$ cat src/rtl/cpu_types_pkg.sv
// Pipeline shared types
package cpu_types_pkg;

    typedef logic [31:0] word_t;
    typedef logic [4:0]  regsel_t;

    // Primary opcodes of the supported subset.
    typedef enum logic [5:0] {
        RTYPE = 6'h00,
        ADDIU = 6'h09,
        SLTI  = 6'h0A,
        ANDI  = 6'h0C,
        ORI   = 6'h0D,
        XORI  = 6'h0E,
        LUI   = 6'h0F,
        HALT  = 6'h3F
    } opcode_t;

    typedef enum logic [5:0] {
        SLL  = 6'h00,
        SRL  = 6'h02,
        ADDU = 6'h21,
        SUBU = 6'h23,
        AND  = 6'h24,
        OR   = 6'h25,
        XOR  = 6'h26,
        SLT  = 6'h2A
    } funct_t;

    typedef enum logic [3:0] {
        ALU_ADD = 4'd0,
        ALU_SUB = 4'd1,
        ALU_AND = 4'd2,
        ALU_OR  = 4'd3,
        ALU_XOR = 4'd4,
        ALU_SLT = 4'd5,
        ALU_SLL = 4'd6,
        ALU_SRL = 4'd7,
        ALU_LUI = 4'd8
    } alu_op_t;

    typedef struct packed {
        alu_op_t     alu_op;
        word_t       rdat1;
        word_t       rdat2;
        regsel_t     rs;
        regsel_t     rt;
        logic [31:0] imm;
        logic        use_imm;
        logic [4:0]  shamt;
        regsel_t     wsel;
        logic        reg_wr;
        logic        halt;
    } id_ex_t;

    typedef struct packed {
        word_t   alu_out;
        regsel_t wsel;
        logic    reg_wr;
        logic    halt;
    } ex_mem_t;

endpackage

$ cat src/rtl/cpu_core.sv
// Pipelined integer core
module cpu_core import cpu_types_pkg::*; (
    input  logic    CLK,
    input  logic    nRST,
    input  logic    instr_valid,
    input  word_t   instr,
    output logic    wb_en,
    output regsel_t wb_sel,
    output word_t   wb_data,
    output logic    halted
);

    regsel_t rsel1;
    regsel_t rsel2;
    word_t   rdat1;
    word_t   rdat2;
    id_ex_t  id_payload;
    id_ex_t  id_ex;
    ex_mem_t ex_payload;
    ex_mem_t ex_mem;

    decode u_decode (
        .instr_valid (instr_valid),
        .instr       (instr),
        .halted      (halted),
        .rdat1       (rdat1),
        .rdat2       (rdat2),
        .rsel1       (rsel1),
        .rsel2       (rsel2),
        .id_payload  (id_payload)
    );

    pipe_reg #(.payload_t(id_ex_t)) u_id_ex (
        .CLK  (CLK),
        .nRST (nRST),
        .d    (id_payload),
        .q    (id_ex)
    );

    execute u_execute (
        .id_ex      (id_ex),
        .ex_mem     (ex_mem),
        .ex_payload (ex_payload)
    );

    pipe_reg #(.payload_t(ex_mem_t)) u_ex_mem (
        .CLK  (CLK),
        .nRST (nRST),
        .d    (ex_payload),
        .q    (ex_mem)
    );

    result u_result (
        .CLK     (CLK),
        .nRST    (nRST),
        .ex_mem  (ex_mem),
        .wb_en   (wb_en),
        .wb_sel  (wb_sel),
        .wb_data (wb_data),
        .halted  (halted)
    );

    register_file u_rf (
        .CLK   (CLK),
        .nRST  (nRST),
        .rsel1 (rsel1),
        .rsel2 (rsel2),
        .wen   (wb_en),
        .wsel  (wb_sel),
        .wdat  (wb_data),
        .rdat1 (rdat1),
        .rdat2 (rdat2)
    );

endmodule

$ cat src/rtl/decode.sv
// Instruction decode stage
module decode import cpu_types_pkg::*; (
    input  logic    instr_valid,
    input  word_t   instr,
    input  logic    halted,
    input  word_t   rdat1,
    input  word_t   rdat2,
    output regsel_t rsel1,
    output regsel_t rsel2,
    output id_ex_t  id_payload
);

    opcode_t     opcode;
    funct_t      funct;
    regsel_t     rs;
    regsel_t     rt;
    regsel_t     rd;
    regsel_t     wsel;
    logic [15:0] imm16;
    logic        legal;
    logic        is_halt;
    logic        dest_rd;
    logic        sign_ext;
    logic        live;

    assign opcode = opcode_t'(instr[31:26]);
    assign funct  = funct_t'(instr[5:0]);
    assign rs     = instr[25:21];
    assign rt     = instr[20:16];
    assign rd     = instr[15:11];
    assign imm16  = instr[15:0];

    assign rsel1 = rs;
    assign rsel2 = rt;

    always_comb begin
        id_payload         = '0;
        legal              = 1'b1;
        is_halt            = 1'b0;
        dest_rd            = 1'b0;
        sign_ext           = 1'b0;
        id_payload.use_imm = 1'b1;
        id_payload.alu_op  = ALU_ADD;
        case (opcode)
            RTYPE: begin
                dest_rd            = 1'b1;
                id_payload.use_imm = 1'b0;
                case (funct)
                    SLL:     id_payload.alu_op = ALU_SLL;
                    SRL:     id_payload.alu_op = ALU_SRL;
                    ADDU:    id_payload.alu_op = ALU_ADD;
                    SUBU:    id_payload.alu_op = ALU_SUB;
                    AND:     id_payload.alu_op = ALU_AND;
                    OR:      id_payload.alu_op = ALU_OR;
                    XOR:     id_payload.alu_op = ALU_XOR;
                    SLT:     id_payload.alu_op = ALU_SLT;
                    default: legal = 1'b0;
                endcase
            end
            ADDIU: sign_ext = 1'b1;
            SLTI: begin
                sign_ext          = 1'b1;
                id_payload.alu_op = ALU_SLT;
            end
            ANDI:    id_payload.alu_op = ALU_AND;
            ORI:     id_payload.alu_op = ALU_OR;
            XORI:    id_payload.alu_op = ALU_XOR;
            LUI:     id_payload.alu_op = ALU_LUI;
            HALT:    is_halt = 1'b1;
            default: legal = 1'b0;
        endcase

        wsel = dest_rd ? rd : rt;
        live = instr_valid && !halted && legal;

        id_payload.rdat1  = rdat1;
        id_payload.rdat2  = rdat2;
        id_payload.rs     = rs;
        id_payload.rt     = rt;
        id_payload.imm    = sign_ext ? {{16{imm16[15]}}, imm16} : {16'h0000, imm16};
        id_payload.shamt  = instr[10:6];
        id_payload.wsel   = wsel;
        // Writes to register zero are dropped here so nothing downstream sees them.
        id_payload.reg_wr = live && !is_halt && wsel != '0;
        id_payload.halt   = live && is_halt;
    end

endmodule

$ cat src/rtl/execute.sv
// Execute stage with forwarding
module execute import cpu_types_pkg::*; (
    input  id_ex_t  id_ex,
    input  ex_mem_t ex_mem,
    output ex_mem_t ex_payload
);

    word_t op_a;
    word_t fwd_b;
    word_t op_b;
    word_t alu_out;

    // The instruction just ahead has its result in EX/MEM.
    always_comb begin
        op_a  = id_ex.rdat1;
        fwd_b = id_ex.rdat2;
        if (ex_mem.reg_wr && ex_mem.wsel == id_ex.rs) begin
            op_a = ex_mem.alu_out;
        end
        if (ex_mem.reg_wr && ex_mem.wsel == id_ex.rt) begin
            fwd_b = ex_mem.alu_out;
        end
        op_b = id_ex.use_imm ? id_ex.imm : fwd_b;
    end

    always_comb begin
        case (id_ex.alu_op)
            ALU_ADD: alu_out = op_a + op_b;
            ALU_SUB: alu_out = op_a - op_b;
            ALU_AND: alu_out = op_a & op_b;
            ALU_OR:  alu_out = op_a | op_b;
            ALU_XOR: alu_out = op_a ^ op_b;
            ALU_SLT: alu_out = {31'b0, $signed(op_a) < $signed(op_b)};
            // Shifts take rt as the source.
            ALU_SLL: alu_out = op_b << id_ex.shamt;
            ALU_SRL: alu_out = op_b >> id_ex.shamt;
            ALU_LUI: alu_out = {id_ex.imm[15:0], 16'h0000};
            default: alu_out = '0;
        endcase
    end

    always_comb begin
        ex_payload.alu_out = alu_out;
        ex_payload.wsel    = id_ex.wsel;
        ex_payload.reg_wr  = id_ex.reg_wr;
        ex_payload.halt    = id_ex.halt;
    end

endmodule

$ cat src/rtl/pipe_reg.sv
// Pipeline stage latch
module pipe_reg #(
    parameter type payload_t = logic
) (
    input  logic     CLK,
    input  logic     nRST,
    input  payload_t d,
    output payload_t q
);

    // A cleared payload is a bubble.
    always_ff @(posedge CLK or negedge nRST) begin
        if (!nRST) begin
            q <= '0;
        end else begin
            q <= d;
        end
    end

endmodule

$ cat src/rtl/register_file.sv
// General purpose register file
module register_file import cpu_types_pkg::*; (
    input  logic    CLK,
    input  logic    nRST,
    input  regsel_t rsel1,
    input  regsel_t rsel2,
    input  logic    wen,
    input  regsel_t wsel,
    input  word_t   wdat,
    output word_t   rdat1,
    output word_t   rdat2
);

    // Register zero is not stored.
    word_t regs [31:1];

    always_ff @(posedge CLK or negedge nRST) begin
        if (!nRST) begin
            for (int i = 1; i < 32; i++) begin
                regs[i] <= '0;
            end
        end else if (wen && wsel != '0) begin
            regs[wsel] <= wdat;
        end
    end

    // A write in the same cycle is passed straight to the read port.
    always_comb begin
        if (rsel1 == '0) begin
            rdat1 = '0;
        end else if (wen && wsel == rsel1) begin
            rdat1 = wdat;
        end else begin
            rdat1 = regs[rsel1];
        end
        if (rsel2 == '0) begin
            rdat2 = '0;
        end else if (wen && wsel == rsel2) begin
            rdat2 = wdat;
        end else begin
            rdat2 = regs[rsel2];
        end
    end

endmodule

$ cat src/rtl/result.sv
// Write-back and halt state
module result import cpu_types_pkg::*; (
    input  logic    CLK,
    input  logic    nRST,
    input  ex_mem_t ex_mem,
    output logic    wb_en,
    output regsel_t wb_sel,
    output word_t   wb_data,
    output logic    halted
);

    // Once set, only reset clears it.
    always_ff @(posedge CLK or negedge nRST) begin
        if (!nRST) begin
            halted <= 1'b0;
        end else if (ex_mem.halt) begin
            halted <= 1'b1;
        end
    end

    // Instructions already in flight behind a HALT are squashed here.
    assign wb_en   = ex_mem.reg_wr && !halted;
    assign wb_sel  = ex_mem.wsel;
    assign wb_data = ex_mem.alu_out;

endmodule

$ cat config.mk
export PLATFORM = sky130hd
export DESIGN_NAME = cpu_core
export DESIGN_NICKNAME = d
export VERILOG_FILES = /design/src/rtl/cpu_types_pkg.sv /design/src/rtl/cpu_core.sv /design/src/rtl/decode.sv /design/src/rtl/execute.sv /design/src/rtl/pipe_reg.sv /design/src/rtl/register_file.sv /design/src/rtl/result.sv
export SDC_FILE = /design/constraint.sdc
export NUM_CORES = 2
export LEC_CHECK = 0
export BUFFER_PORTS_ARGS = -buffer_cell sky130_fd_sc_hd__buf_2
export CORE_MARGIN = 2
export CORE_UTILIZATION = 64
export DETAILED_ROUTE_END_ITERATION = 8
export MAX_ROUTING_LAYER = met4
export PLACE_DENSITY_LB_ADDON = 0.05
export SLEW_MARGIN = 20
export SYNTH_ARGS = -nofsm -noshare
export SYNTH_HDL_FRONTEND = slang
export SYNTH_SLANG_ARGS = --single-unit
$ cat constraint.sdc
create_clock -name CLK -period 6.1 [get_ports CLK]
set_input_delay 1.22 -clock CLK [delete_from_list [all_inputs] [get_ports CLK]]
set_output_delay 1.22 -clock CLK [all_outputs]
set_load 0.02 [all_outputs]
==> impl_metrics.csv <==
group,metric,value,unit
route,wl_per_cell,37.7,um
clock_tree,cts_tree,"done",
synthesis,synth_seq_cells,1135,
global_routing,grt_usage,0.472,
outcome,status,"complete, no violations",
hold_path,hold_path_class,"flop to flop",
synthesis,synth_area,0.0674,sq mm
timing,hold_viol,0,
clock_tree,cts_num_sinks,1135,
route,ant_nets,0,
synthesis,synth-simple-area-share,0.0475,
synthesis,ys_async_sr_fraction,1.00,
floorplan,dieArea,0.108,sq mm
synthesis,syn_inst,5168,
route,dr_wl_met2,108000,um
floorplan,num_rows,119,
synthesis,synth_top_flop_cell,"dfrtp_1",
timing,period_needed,5760,ps
setup_path,crit_type,"flop to flop",
route,drtIter0Drc,6718,
power,powerDensity,248,mW/mm^2
clock_tree,htree_levels,3,
placed_design,dp_slack,614,ps
floorplan,io_pins,74,
setup_path,arrival,6350,ps
synthesis,ys_types,89,
clock_tree,cts_setup_buffers,0,
route,routed_wl,245000,um
final_layout,final_cell_mix,"dfrtp_1, mux2_2, mux4_2",
final_layout,multi_input_area,0.0367,sq mm
route,drt-vias-per-instance,7.69,
clock_tree,cts_buffers,118,
route,drc,0,
route,routed-wl-met3,29800,um
clock_tree,clock_path_buffers,3,
synthesis,synth_top_family_by_area,"multiplexers",
synthesis,synthXorXnorAreaFrac,0.00453,
global_routing,grt_overflow,0,
timing,min_period_over_period,0.944,
timing,relSlewSlack,0.196,
global_routing,antenna_found_initial,9,
synthesis,syn_nets,5301,
final_layout,utilization,0.700,
global_routing,grt_max_degree,163,
route,dr.pass1.iters,6,
synthesis,yosysTopAreaCell,"dfrtp_1",
setup_path,crit_fanout,13,
timing,slew_violations,0,
synthesis,ys_top_cells_by_area,"dfrtp_1, mux4_2, mux2_2, clkbuf_1, mux2i_1",
synthesis,synth_mux_area_frac,0.388,
run,cap_violations,0,
floorplan,core,0.105,sq mm
setup_path,start_kind,"flop",
clock_tree,root_buffer,"clkbuf_16",
final_layout,nFillCells,6865,
placed_design,gp_congestion,1.10,
route,dr.max_layer_used,"met4",
power,ir_worst_vdd,0.280,mV
clock_tree,hold_buffers,0,
timing,fin_worst_hold_slack,350,ps
clock_tree,cts.reportedPaths.clkPinSlew,60,ps
synthesis,netlist.area_leader.share,0.421,
clock_tree,clk_latency,760,ps
timing,setup_violations,0,
synthesis,synth_compound_area_frac,0.0817,
final_layout,nets,5136,
final_layout,area_delta_synth_final,9.02,%
setup_path,crit_path_end_kind,"flop",
synthesis,ys_seq_area_frac,0.421,
timing,fin_tns_setup,0,ps
floorplan,start_util,0.643,
route,drt-met1-wl,90300,um
floorplan,die_w,329,um
setup_path,required,6690,ps
final_layout,final_layout_size_suffix_gt1_frac,0.429,
clock_tree,post_cts_resized,0,
synthesis,yosysWarnings,0,
synthesis,syn_avg_cell_area,13.1,sq um
global_routing,grt_pass1_vias,49928,
floorplan,die_h,329,um
final_layout,mostFrequentLayoutCell,"dfrtp_1",
placed_design,hpwl,154000,um
global_routing,grt_pass1_wl,354000,um
timing,skew,76.7,ps
timing,rsz0062_at_grt,"no",
final_layout,regArea,0.0284,sq mm
timing,max_freq,0.174,GHz
timing,worstMarginPinSlew,1190,ps
placed_design,io_buffers,73,
synthesis,synth_edf_count,0,
power,leakage,33.3,nW
timing,finalWorstSetupSlack,342,ps
route,num_vias,50017,
synthesis,synth-adder-area-share,0.0184,
kinds of logic (layout without fill, tap and decap cells):
kind of cell | count (synthesis) | after routing
mux | 1778 | 1778
fa+ha+maj | 98 | 98
buf+inv | 647 | 586
other cells | 0 | 6
compound gates | 777 | 777
flops | 1135 | 1135
simple gates | 699 | 699
xor+xnor | 34 | 34
sequential cells by signal, indices dropped and copies added, names as in the netlist:
| signal | cells |
|---|---|
| u_ex_mem.q | 39 |
| u_rf.regs | 992 |
| u_id_ex.q | 103 |
| u_result.halted | 1 |
area by class of cell:
class                      count  area share
tap                         1391      0.0237
sequential                  1135       0.386
multi-input combinational   3386       0.500
clock inverter                48     0.00779
inverter                     101     0.00516
antenna                        6    0.000204
clock buffer                 176      0.0480
timing repair buffer         261      0.0292
synthesized netlist by cell type, drive strengths merged (19+ instances only):
| master | count |
|---|---|
| ha | 96 |
| mux4 | 562 |
| nand3 | 48 |
| mux2 | 1090 |
| a22o | 39 |
| or3 | 19 |
| a221o | 26 |
| a211oi | 62 |
| dfrtp | 1135 |
| a21oi | 169 |
| nand2 | 160 |
| o22ai | 26 |
| buf | 151 |
| inv | 98 |
| o211ai | 33 |
| a221oi | 62 |
| a31oi | 23 |
| o21ai | 115 |
| a2111oi | 39 |
| mux2i | 126 |
| clkbuf | 395 |
| a22oi | 22 |
| nand2b | 25 |
| nor2 | 284 |
| nor3 | 50 |
through the flow:
step	cells	area [sq um]	total power, mW
CTS	6498	73500	18.1
global placement	6274	69400	10.6
detailed placement	6274	69400	10.7
floorplan	5168	67400	9.67
finish	6504	73500	18.2
global route	6502	73500	18.7
final timing paths:
| path | start | endpoint | slack (ps) | cells after the start |
|---|---|---|---|---|
| worst max-delay path | u_ex_mem.q[6] | u_ex_mem.q[38] | 340 | 16 |
| worst min-delay path | u_id_ex.q[0] | u_ex_mem.q[0] | 350 | 0 |
| worst max register to register | u_ex_mem.q[6] | u_ex_mem.q[38] | 340 | 16 |
| worst min register to register | u_id_ex.q[0] | u_ex_mem.q[0] | 350 | 0 |
| max in group asynchronous | nRST | u_rf.regs[380] | 4160 | 2 |
| min in group asynchronous | nRST | u_rf.regs[169] | 500 | 1 |
critical path, stage by stage (launching register included):
cell and delay (ps):
dfrtp_1 560, xnor2_1 350, and4_1 520, a21oi_2 200, a221o_1 490, ha_1 410
nor2_1 90, o311ai_0 540, a211oi_1 180, buf_4 200, a31oi_1 390, a31oi_1 150
buf_4 180, a311oi_1 620, o31ai_1 180, xnor2_1 160, a2111o_1 410
report_power, final:
group	switching, mW	internal [mW]
registers	0.282	7.82
logic	1.59	0.930
clock network	3.27	4.32
layer usage:
metal | up-vias | global-route usage
li1 | 19530 | -
met1 | 26073 | 0.622
met2 | 3518 | 0.668
met3 | 896 | 0.125
met4 | 0 | 0.264
met5 | - | -
(Power assumes the default switching activity.)
